### src/rtl/vicPkg.sv
// Port count, field widths, vector types and register map of the interrupt controller

package vicPkg;

   // **************************************************************************
   // Sizes

   localparam int numPorts  = 8;
   localparam int portIdxW  = $clog2(numPorts);
   localparam int regDataW  = 32;
   localparam int apbAddrW  = 8;
   localparam int regIndexW = 5;
   localparam int portIdW   = 6;
   localparam int confWordW = 13;

   typedef logic [numPorts-1:0]          irqVecT;
   typedef logic [regDataW-1:0]          regDataT;
   typedef logic [apbAddrW-1:0]          apbAddrT;
   typedef logic [regIndexW-1:0]         regIndexT;
   typedef logic [portIdW-1:0]           portIdT;

   // Register set [12:7], NMI [6], level [5:0]
   typedef logic [confWordW-1:0]         confWordT;

   // Port id above the config word
   typedef logic [portIdW+confWordW-1:0] portRecordT;

   // **************************************************************************
   // Control block word indices, config words sit at 0 to 7

   localparam regIndexT idxEnable    = 5'd16;
   localparam regIndexT idxEnableSet = 5'd17;
   localparam regIndexT idxEnableClr = 5'd18;
   localparam regIndexT idxPending   = 5'd19;
   localparam regIndexT idxRawStatus = 5'd20;
   localparam regIndexT idxSwTrig    = 5'd21;
   localparam regIndexT idxSwTrigSet = 5'd22;
   localparam regIndexT idxSwTrigClr = 5'd23;

endpackage
### src/rtl/vicRegIf.sv
// Internal register access interface between the APB slave and the register blocks
`timescale 1ns/1ns

interface vicRegIf import vicPkg::*; ();

   // One-cycle strobes
   logic     wrEn;
   logic     rdEn;
   regIndexT regIndex;
   regDataT  wrData;

   // Block selects from the central decode
   logic     ctrlSel;
   logic     confSel;

   // Read data, zero unless the block is selected for a read
   regDataT  ctrlRdData;
   regDataT  confRdData;

   modport master (
      output wrEn, rdEn, regIndex, wrData, ctrlSel, confSel,
      input  ctrlRdData, confRdData
   );

   modport ctrl (input wrEn, rdEn, regIndex, wrData, ctrlSel, output ctrlRdData);

   modport conf (input wrEn, rdEn, regIndex, wrData, confSel, output confRdData);

endinterface

### src/rtl/vicTop.sv
// Interrupt controller register block top with APB access and output records
`timescale 1ns/1ns

module vicTop import vicPkg::*; (
   input  logic                      clk,
   input  logic                      reg_reset,

   // APB
   input  apbAddrT                   paddr,
   input  logic                      psel,
   input  logic                      penable,
   input  logic                      pwrite,
   input  regDataT                   pwdata,
   output regDataT                   prdata,
   output logic                      pready,
   output logic                      pslverr,

   // Interrupts
   input  irqVecT                    irqIn,
   output irqVecT                    irqValid,
   output portRecordT [numPorts-1:0] irqData
);

   irqVecT                  pending;
   confWordT [numPorts-1:0] configTable;

   vicRegIf regBus ();

   vicApbSlave uApb (
      .clk       (clk),
      .reg_reset (reg_reset),
      .paddr     (paddr),
      .psel      (psel),
      .penable   (penable),
      .pwrite    (pwrite),
      .pwdata    (pwdata),
      .prdata    (prdata),
      .pready    (pready),
      .pslverr   (pslverr),
      .regBus    (regBus.master)
   );

   vicIntRegs uIntRegs (
      .clk       (clk),
      .reg_reset (reg_reset),
      .regBus    (regBus.ctrl),
      .irqIn     (irqIn),
      .pending   (pending)
   );

   vicPortConfig uPortConfig (
      .clk         (clk),
      .reg_reset   (reg_reset),
      .regBus      (regBus.conf),
      .configTable (configTable)
   );

   vicIrqOutput uIrqOutput (
      .clk         (clk),
      .reg_reset   (reg_reset),
      .pending     (pending),
      .configTable (configTable),
      .irqValid    (irqValid),
      .irqData     (irqData)
   );

endmodule

### src/rtl/vicIrqOutput.sv
// Registered per-port output records built from pending bits and config words
`timescale 1ns/1ns

module vicIrqOutput import vicPkg::*; (
   input  logic                      clk,
   input  logic                      reg_reset,
   input  irqVecT                    pending,
   input  confWordT   [numPorts-1:0] configTable,
   output irqVecT                    irqValid,
   output portRecordT [numPorts-1:0] irqData
);

   for (genvar k = 0; k < numPorts; k++) begin : genPort
      logic       validQ;
      portRecordT dataQ;

      // Record is cleared while the port is idle
      always_ff @(posedge clk) begin
         if (reg_reset) begin
            validQ <= 1'b0;
            dataQ  <= '0;
         end else begin
            validQ <= pending[k];
            dataQ  <= pending[k] ? {portIdT'(k), configTable[k]} : '0;
         end
      end

      assign irqValid[k] = validQ;
      assign irqData[k]  = dataQ;
   end

endmodule

### src/rtl/vicPortConfig.sv
// Per-port configuration word table with write and readback
`timescale 1ns/1ns

module vicPortConfig import vicPkg::*; (
   input  logic                    clk,
   input  logic                    reg_reset,
   vicRegIf.conf                   regBus,
   output confWordT [numPorts-1:0] configTable
);

   logic [portIdxW-1:0] portSel;
   confWordT            wrWord;

   // Block range is already decoded, only the port number is left
   assign portSel = regBus.regIndex[portIdxW-1:0];

   // Upper write bits are dropped
   assign wrWord = regBus.wrData[confWordW-1:0];

   // **************************************************************************
   // Table

   always_ff @(posedge clk) begin
      if (reg_reset) begin
         configTable <= '0;
      end else if (regBus.wrEn && regBus.confSel) begin
         configTable[portSel] <= wrWord;
      end
   end

   // Zero-extended to the bus width
   assign regBus.confRdData = (regBus.rdEn && regBus.confSel) ?
                              regDataT'(configTable[portSel]) : '0;

endmodule

### src/rtl/vicIntRegs.sv
// Interrupt input sampling, enable, software trigger, raw status and pending registers
`timescale 1ns/1ns

module vicIntRegs import vicPkg::*; (
   input  logic   clk,
   input  logic   reg_reset,
   vicRegIf.ctrl  regBus,
   input  irqVecT irqIn,
   output irqVecT pending
);

   irqVecT irqSample;
   irqVecT rawStatus;
   irqVecT enable;
   irqVecT swTrig;
   irqVecT wrBits;
   irqVecT rdMux;

   // Overwrite, set or clear depending on which alias was hit
   function automatic irqVecT aliasWrite(
      input irqVecT   cur,
      input irqVecT   data,
      input regIndexT idx,
      input regIndexT wrIdx,
      input regIndexT setIdx,
      input regIndexT clrIdx
   );
      irqVecT res;
      res = cur;
      if (idx == wrIdx) begin
         res = data;
      end else if (idx == setIdx) begin
         res = cur | data;
      end else if (idx == clrIdx) begin
         res = cur & ~data;
      end
      return res;
   endfunction

   assign wrBits = regBus.wrData[numPorts-1:0];

   // **************************************************************************
   // Sample, status and pending pipeline

   always_ff @(posedge clk) begin
      if (reg_reset) begin
         irqSample <= '0;
         rawStatus <= '0;
         pending   <= '0;
         enable    <= '0;
         swTrig    <= '0;
      end else begin
         irqSample <= irqIn;
         rawStatus <= irqSample;
         pending   <= enable & (irqSample | swTrig);
         if (regBus.wrEn && regBus.ctrlSel) begin
            enable <= aliasWrite(enable, wrBits, regBus.regIndex,
                                 idxEnable, idxEnableSet, idxEnableClr);
            swTrig <= aliasWrite(swTrig, wrBits, regBus.regIndex,
                                 idxSwTrig, idxSwTrigSet, idxSwTrigClr);
         end
      end
   end

   // **************************************************************************
   // Readback

   always_comb begin
      case (regBus.regIndex)
         idxEnable, idxEnableSet, idxEnableClr: rdMux = enable;
         idxPending:                            rdMux = pending;
         idxRawStatus:                          rdMux = rawStatus;
         idxSwTrig, idxSwTrigSet, idxSwTrigClr: rdMux = swTrig;
         default:                               rdMux = '0;
      endcase
   end

   assign regBus.ctrlRdData = (regBus.rdEn && regBus.ctrlSel) ? regDataT'(rdMux) : '0;

endmodule

### src/rtl/vicApbSlave.sv
// APB slave FSM with address decode, error flagging and read data capture
`timescale 1ns/1ns

module vicApbSlave import vicPkg::*; (
   input  logic    clk,
   input  logic    reg_reset,
   input  apbAddrT paddr,
   input  logic    psel,
   input  logic    penable,
   input  logic    pwrite,
   input  regDataT pwdata,
   output regDataT prdata,
   output logic    pready,
   output logic    pslverr,
   vicRegIf.master regBus
);

   typedef enum logic [1:0] {stIdle, stAccess, stDone} apbStateT;

   apbStateT state;
   regIndexT wordIdx;
   logic     inAccess;
   logic     outOfMap;
   logic     roWrite;
   logic     accErr;

   // **************************************************************************
   // Decode

   assign wordIdx  = paddr[regIndexW+1:2];
   assign inAccess = (state == stAccess);

   // Holes at 8-15 and 24-31, anything above 0x7F as well
   assign outOfMap = paddr[apbAddrW-1] | wordIdx[3];
   assign roWrite  = pwrite && ((wordIdx == idxPending) || (wordIdx == idxRawStatus));
   assign accErr   = outOfMap | roWrite;

   assign regBus.regIndex = wordIdx;
   assign regBus.wrData   = pwdata;
   assign regBus.confSel  = !outOfMap && (wordIdx[4:3] == 2'b00);
   assign regBus.ctrlSel  = !outOfMap && (wordIdx[4:3] == 2'b10);
   assign regBus.wrEn     = inAccess && pwrite && !accErr;
   assign regBus.rdEn     = inAccess && !pwrite && !accErr;

   // **************************************************************************
   // Transfer sequencing, one setup then two access cycles

   always_ff @(posedge clk) begin
      if (reg_reset) begin
         state <= stIdle;
      end else begin
         case (state)
            stIdle:   if (psel && !penable) state <= stAccess;
            stAccess: state <= stDone;
            default:  state <= stIdle;
         endcase
      end
   end

   // Unselected blocks return zero, so the two read buses can be merged
   always_ff @(posedge clk) begin
      if (reg_reset) begin
         prdata  <= '0;
         pslverr <= 1'b0;
      end else if (inAccess) begin
         prdata  <= regBus.ctrlRdData | regBus.confRdData;
         pslverr <= accErr;
      end else begin
         pslverr <= 1'b0;
      end
   end

   assign pready = (state == stDone);

endmodule

### config.mk
export PLATFORM = sky130hd
export DESIGN_NAME = vicTop
export DESIGN_NICKNAME = d
export VERILOG_FILES = /design/src/rtl/vicPkg.sv /design/src/rtl/vicRegIf.sv /design/src/rtl/vicTop.sv /design/src/rtl/vicIrqOutput.sv /design/src/rtl/vicPortConfig.sv /design/src/rtl/vicIntRegs.sv /design/src/rtl/vicApbSlave.sv
export SDC_FILE = /design/constraint.sdc
export NUM_CORES = 1
export LEC_CHECK = 0
export BUFFER_PORTS_ARGS = -buffer_cell sky130_fd_sc_hd__buf_2
export CAP_MARGIN = 40
export CORE_UTILIZATION = 30
export DETAILED_ROUTE_END_ITERATION = 7
export PLACE_DENSITY = 0.58
export SLEW_MARGIN = 15
export SYNTH_ARGS = -nofsm -noshare
export SYNTH_HDL_FRONTEND = slang
export SYNTH_HIERARCHICAL = 1
export SYNTH_SLANG_ARGS = --single-unit
### constraint.sdc
create_clock -name clk -period 2.1 [get_ports clk]
set_input_delay 0.21 -clock clk [delete_from_list [all_inputs] [get_ports clk]]
set_output_delay 0.21 -clock clk [all_outputs]
set_load 0.02 [all_outputs]
==> summary.txt, run 1 <==
Floorplan
  • Core footprint: 40800 um^2
  • Die area: approximately 42000 um^2
  • Io pins: 247
  • Die H: 205 um
  • Initial Util: 0.304
  • Die W: 205 um
  • Num rows: between 70 and 80

Clocking
  • Clock Path Buffers: 3
  • CTS tree: yes
  • Clk slew on worst S/H paths: 70 ps
  • Later-pin clock latency in the skew report: 600 ps
  • CTS resizes: 0
  • Root Buffer Master: clkbuf_16
  • CTS Hold Bufs: 18
  • Num CTS Buffers: 31
  • H-tree depth: 1
  • Post CTS Setup Buffer Count: 0
  • CTS sink cnt: 291

Final layout
  • P&R area growth vs syn: 18.7%
  • Final #Nets: 1531
  • Fraction of layout cells with a size suffix above 1: 0.271
  • Non-filler cells, final: a little over 2k

Timing
  • Tmin final: a little under 2000 ps
  • RSZ-0062 raised after global routing: no
  • Fin. Hold Viols: 0
  • Worst-Margin Slew: 562 ps
  • Highest Clock Rate: roughly 0.52 GHz
  • # setup viols final: 0
  • Post-route setup slack: roughly 170 ps
  • TNS Setup: 0 ps
  • Post-Route Skew: 28.1 ps
  • Rel. slew slack: 0.625
  • Max-slew violation count: 0
  • Fin crit share: 0.917

Global routing
  • Initial antenna violation count: 2
  • Overflow after GRT: 0
  • Global-route wire length before repair: ~56 mm
  • GRT Util Overall: 0.176
  • Vias in the first global route: 8939
  • Largest net degree at the start of global routing: 65

Routing
  • Initial DRC Count: 766
  • Detail Route Antenna Nets: 0
  • Pre-antenna DRT Iters: 7
  • Wire per inst: 18.9 um
  • Drt total wl: between 30 and 40 mm
  • DRC viols: 2
  • DR vias: 9674
  • Average vias per placed instance: 4.76

Status
  • Violated checks: design-rule violations
  • Status: finished, violations left

Power
  • Sw Pwr: 2.93 mW
  • Share of power burned in registers: 0.458
  • Combinational power share: 0.061
  • PD cells: 829 nW/um^2
  • Worst vdd ir: 0.581 mV
  • Clock power share: 0.481
  • Pwr Total: about 12 mW
  • Internal power: between 9 and 10 mW
  • Static Leak: 6.43 nW
  • Switching share of power: 0.240

Critical path
  • R2r setup slk: 170 ps
  • Critical Path RT: roughly 2600 ps
  • Worst setup SP type: flip-flop
  • CP arrival: about 2400 ps
  • Setup CP Type: reg -> reg
  • CP max FO: 33
  • CP Capture Type: flip-flop

Placement
  • Placed insts: about 2k
  • Dpl ws: ~52 ps
  • IO buf count: 189
  • Placer Congestion: 0.954
  • DPL Wire Length: approximately 27 mm

Logic synthesis
  • Synthesized instance count: 1310
  • Synthesis Warnings: 6
  • Syn_area_per_cell: 9.47 um^2
  • Cell area after synthesis: 12400 um^2

Worst hold path
  • Worst Hold Class: in -> reg

Run
  • Max-Cap Viols: 0
## critical path: stages, from the launching register on
cell	delay [ps]
dfxtp_1	390
nand2b_2	160
buf_4	480
nor2_2	60
a21boi_1	150
dlygate4sd3_1	560
## area by class of cell
class,count,area (um^2)
Timing Repair Buffer,278,1760
Inverter,10,37.5
Clock inverter,18,255
Fill cell,4186,26100
Tap cell,532,666
Multi-Input combinational cell,866,5350
Sequential cell,291,5830
Clock buffer,37,838
Antenna cell,1,2.50
## state kept, by name, summed over array words and instances, names as in the netlist, named ones only
name and cells:
uIrqOutput/genPort.dataQ 108, uIntRegs/rawStatus 8, uApb/pslverr 1, uIrqOutput/genPort.validQ 4
uPortConfig/configTable 104, uIntRegs/pending 8, uApb/prdata 32, uIntRegs/irqSample 8
uApb/state 2
## per-layer routing
metal,global-route usage,up-vias,share of wire
met5,0,-,0.00070
met3,0.0303,67,0.072
met1,0.240,4571,0.45
met2,0.277,395,0.45
li1,-,4637,-
met4,0.0624,4,0.027
## layout by cell type (no fill, tap or decap), types with 10 or more instances in the layout
cell type / instances
a21oi_1: 121
a221oi_1: 22
and3b_1: 107
buf_2: 188
buf_4: 64
clkbuf_16: 31
conb_1: 79
dfxtp_1: 291
dlygate4sd3_1: 18
mux2i_1: 10
nand2_1: 221
nor2_1: 44
nor2b_1: 28
nor3_2: 59
o21a_1: 16
o21ai_1: 16
## through the flow
step	hold WS, ps	util	area, um^2
finish	37.1	0.361	14700
global route	31.0	0.361	14700
CTS	13.5	0.361	14700
detailed placement	386	0.330	13500
global placement	378	0.330	13500
floorplan	287	-	12700
## power by group through the flow
stage          registers (mW)  clock network [mW]  logic, mW
2_1_floorplan            5.75                   0      0.600
3_3_place_gp             5.72                   0      0.711
3_5_place_dp             5.72                   0      0.719
4_1_cts                  5.59                5.99      0.745
5_1_grt                  5.59                6.21      0.799
6_report                 5.59                5.87      0.749
## final timing paths
check,cells past startpoint,to,from
worst max register to register,5,uApb/pslverr,uApb/state[1]
worst max-delay path,5,uApb/pslverr,uApb/state[1]
worst min-delay path,3,uPortConfig/configTable[5],pwdata[5]
worst min register to register,1,uIntRegs/pending[7],flip-flop
Power figures use the tool's default switching activity.
==> inputs of run 2 (changes only) <==
Settings changed: BUFFER_PORTS_ARGS -buffer_cell sky130_fd_sc_hd__buf_2 to not set, DONT_BUFFER_PORTS set to 1, PLACE_DENSITY 0.58 to 0.53.
==> run 2 against run 1 <==
  * The run ends with negative hold slack, negative setup slack left
  * Fmax decreased by 8.4%
  * Total power grew 0.74%
  * Sequential share of layout area decreased by 0.38 points
  * Sequential power grew 1%
  * Clock-buffer cell count is 9 higher
  * Core utilization up 0.35 points
  * Critical path depth is 3 higher
  * Setup slack got worse by 180 ps
  * Wire length grew 2.6%
  * Die area unchanged
  * Clock power grew 4.8%
  * Clock skew shrank 4.5 ps
  * Critical path type is now in -> reg
  * Highest routed layer unchanged
==> summary.txt, run 2 (synthesis results as in run 1) <==
Final layout
  • Most frequent cells in the layout: dfxtp_1 (291), nand2_1 (217), dlygate4sd3_1 (153), a21oi_1 (121), and3b_1 (107)
  • Reg with most FFs: uIrqOutput/genPort.dataQ
  • Final Util: 0.364 (+0.00352)
  • Fraction of layout cells with a size suffix above 1: 0.133 (-0.137)
  • Fin area: 14900 um^2 (+0.98%)
  • P&R area growth vs syn: 19.9%
  • Top Registers: uIrqOutput/genPort.dataQ (108), uPortConfig/configTable (104), uApb/prdata (32)
  • Most common cell after layout, fill and taps aside: dfxtp_1
  • Final #Nets: 1445 (-5.6%)
  • Non-filler cells, final: 1950 (-4.1%)
  • Max FFs per register: 108 (unchanged)

Timing
  • TNS Setup: -3.42 ps (-3.42 ps)
  • RSZ-0062 raised after global routing: yes
  • Post-Route Skew: 23.6 ps (-4.48 ps)
  • Tmin final: 2100 ps (+177 ps)
  • Fin. Hold Viols: 54 (+54)
  • # setup viols final: 2 (+2)
  • Worst-Margin Slew: 894 ps (+332 ps)
  • Worst hold margin: -105 ps (-142 ps)
  • Rel. slew slack: 0.402 (-0.223)
  • Fin crit share: 1.00 (+0.0841)
  • Max-slew violation count: 0 (unchanged)
  • Post-route setup slack: -2.94 ps (-177 ps)
  • Highest Clock Rate: 0.476 GHz (-8.4%)

Global routing
  • Vias in the first global route: 8657 (-3.2%)
  • Initial antenna violation count: 2 (unchanged)
  • Overflow after GRT: 0 (unchanged)
  • Largest net degree at the start of global routing: 280 (+330%)
  • GRT Util Overall: 0.182 (+0.00664)
  • Global-route wire length before repair: 57.4 mm (+2.4%)

Clocking
  • Root Buffer Master: clkbuf_16
  • Later-pin clock latency in the skew report: 520 ps (-80 ps)
  • CTS tree: yes
  • Clk slew on worst S/H paths: 60 ps (about the same)
  • Num CTS Buffers: 34 (+9.7%)
  • Clock Path Buffers: 3 (unchanged)
  • H-tree depth: 2 (+1)
  • CTS sink cnt: 291 (unchanged)

Critical path
  • Crit-path leading delay family: simple AND/OR/NAND/NOR gates
  • CP max stage delay: 640 ps (+80 ps)
  • CP Capture Type: flip-flop
  • CP max FO: 71 (+120%)
  • Critical Path RT: 2480 ps (-80 ps)
  • Cell mode on critical path: nand2_1
  • Setup CP Type: in -> reg
  • CP max-delay cell: dlygate4sd3_1
  • CP arrival: 2480 ps (+100 ps)
  • Worst setup SP type: primary input
  • Critical-path cell list: dlygate4sd3_1 -> nor3b_1 -> o21ai_0 -> and4_1 -> and3b_1 -> nand2_1 -> nand2_1 -> a21oi_1
  • WP buf/inv: 1 (-1)

Placement
  • Placer Congestion: 0.857 (-10%)
  • IO buf count: 0 (-100%)
  • Dpl cell area: 12200 um^2 (-9.7%)
  • DPL Wire Length: 25.7 mm (-5.4%)
  • Placed insts: 1734 (-11%)

Routing
  • Detail Route Antenna Nets: 0 (unchanged)
  • DRC viols: 0 (-2)
  • Initial DRC Count: 774 (+1.0%)
  • Average vias per placed instance: 4.82 (+1.3%)
  • DR vias: 9400 (-2.8%)
  • Pre-antenna DRT Iters: 5 (-2)
  • Drt total wl: 39.3 mm (+2.6%)
  • Wire per inst: 20.2 um (+7.0%)

Power
  • PD cells: 827 nW/um^2 (-0.23%)
  • Switching share of power: 0.223 (-0.0171)
  • Sw Pwr: 2.74 mW (-6.4%)
  • Internal power: 9.56 mW (+3.0%)
  • Share of power burned in registers: 0.459 (about the same)
  • Worst vdd ir: 0.339 mV (-42%)
  • Combinational power share: 0.041 (-0.020)
  • Static Leak: 6.19 nW (-3.8%)
  • Clock power share: 0.500 (+0.019)

Floorplan
  • Initial Util: 0.304 (unchanged)
  • Die W: 205 um (unchanged)
  • Io pins: 247 (unchanged)
  • Num rows: 74 (unchanged)
  • Core footprint: 40800 um^2 (unchanged)
  • Die area: 42200 um^2 (unchanged)
  • Die H: 205 um (unchanged)

Status
  • Violated checks: negative hold slack, negative setup slack
  • Status: finished, violations left

Worst hold path
  • Worst Hold Class: in -> reg

Run
  • Max-Cap Viols: 0 (unchanged)
[run 2: cell types whose count changed in the layout (fill, tap and decap cells not counted), moves of 2 or more]
cell and delta:
nand2_2 +4, buf_4 -29, clkinv_4 -2, dlygate4sd3_1 +135
clkbuf_16 +4, buf_2 -188, clkinvlp_4 -2, clkinv_2 +3
clkbuf_8 +2, clkbuf_1 +2, buf_12 -6, nand2_1 -4
[run 2: through the flow]
| stage | total power [mW] | hold WS [ps] | setup slack, ps |
|---|---|---|---|
| final | 12.3 | -105 | -2.94 |
| after detailed placement | 6.12 | 291 | 102 |
| after floorplan | 6.35 | 287 | 349 |
| after global placement | 6.12 | 289 | 131 |
| after CTS | 12.4 | -173 | 85.9 |
| after global routing | 12.7 | -188 | -103 |
[run 2: worst paths after layout]
| path | startpoint | endpoint | slack (ps) | cells past startpoint |
|---|---|---|---|---|
| min reg2reg | flip-flop | uIntRegs/pending[2] | 470 | 1 |
| max reg2reg | uApb/state[0] | uPortConfig/configTable[45] | 10 | 6 |
| min | reg_reset | uPortConfig/configTable[16] | -110 | 1 |
| max | paddr[3] | uPortConfig/configTable[45] | -3 | 8 |
[run 2: layout make-up]
type	instances	area, um^2
fillers	4092	26000
well taps	532	666
diodes	2	5.00
flip-flops and latches	291	5830
clock inverters	14	179
inverters	10	37.5
repair buffers	189	1810
clock buffers	46	987
multi-input cells	866	5360
[run 2: worst reg2reg max path, delay by kind of cell (launching register included)]
family          cells  cell delay [ps]
compound gates      1               80
flops               1              390
simple gates        5             1500
[run 2: what timing repair did]
item	in CTS	in global routing
setup buffers	0	1
hold buffers	149	4
resized for setup	0	4
endpoints found under the hold margin	261	121
endpoints found under the setup margin	0	84
[run 2: metal layers]
layer | up-vias | part of all wire | global-route usage
met3 | 74 | 0.084 | 0.0494
met5 | - | 0.00028 | 0
met2 | 360 | 0.46 | 0.286
li1 | 4470 | - | -
met1 | 4494 | 0.43 | 0.239
met4 | 2 | 0.030 | 0.0653
[run 2: power groups by stage]
stage / clock [mW] / combinational (mW) / sequential (mW)
floorplan: 0 / 0.600 / 5.75
global placement: 0 / 0.347 / 5.77
detailed placement: 0 / 0.348 / 5.77
CTS: 6.29 / 0.494 / 5.65
global route: 6.51 / 0.538 / 5.65
finish: 6.15 / 0.502 / 5.65
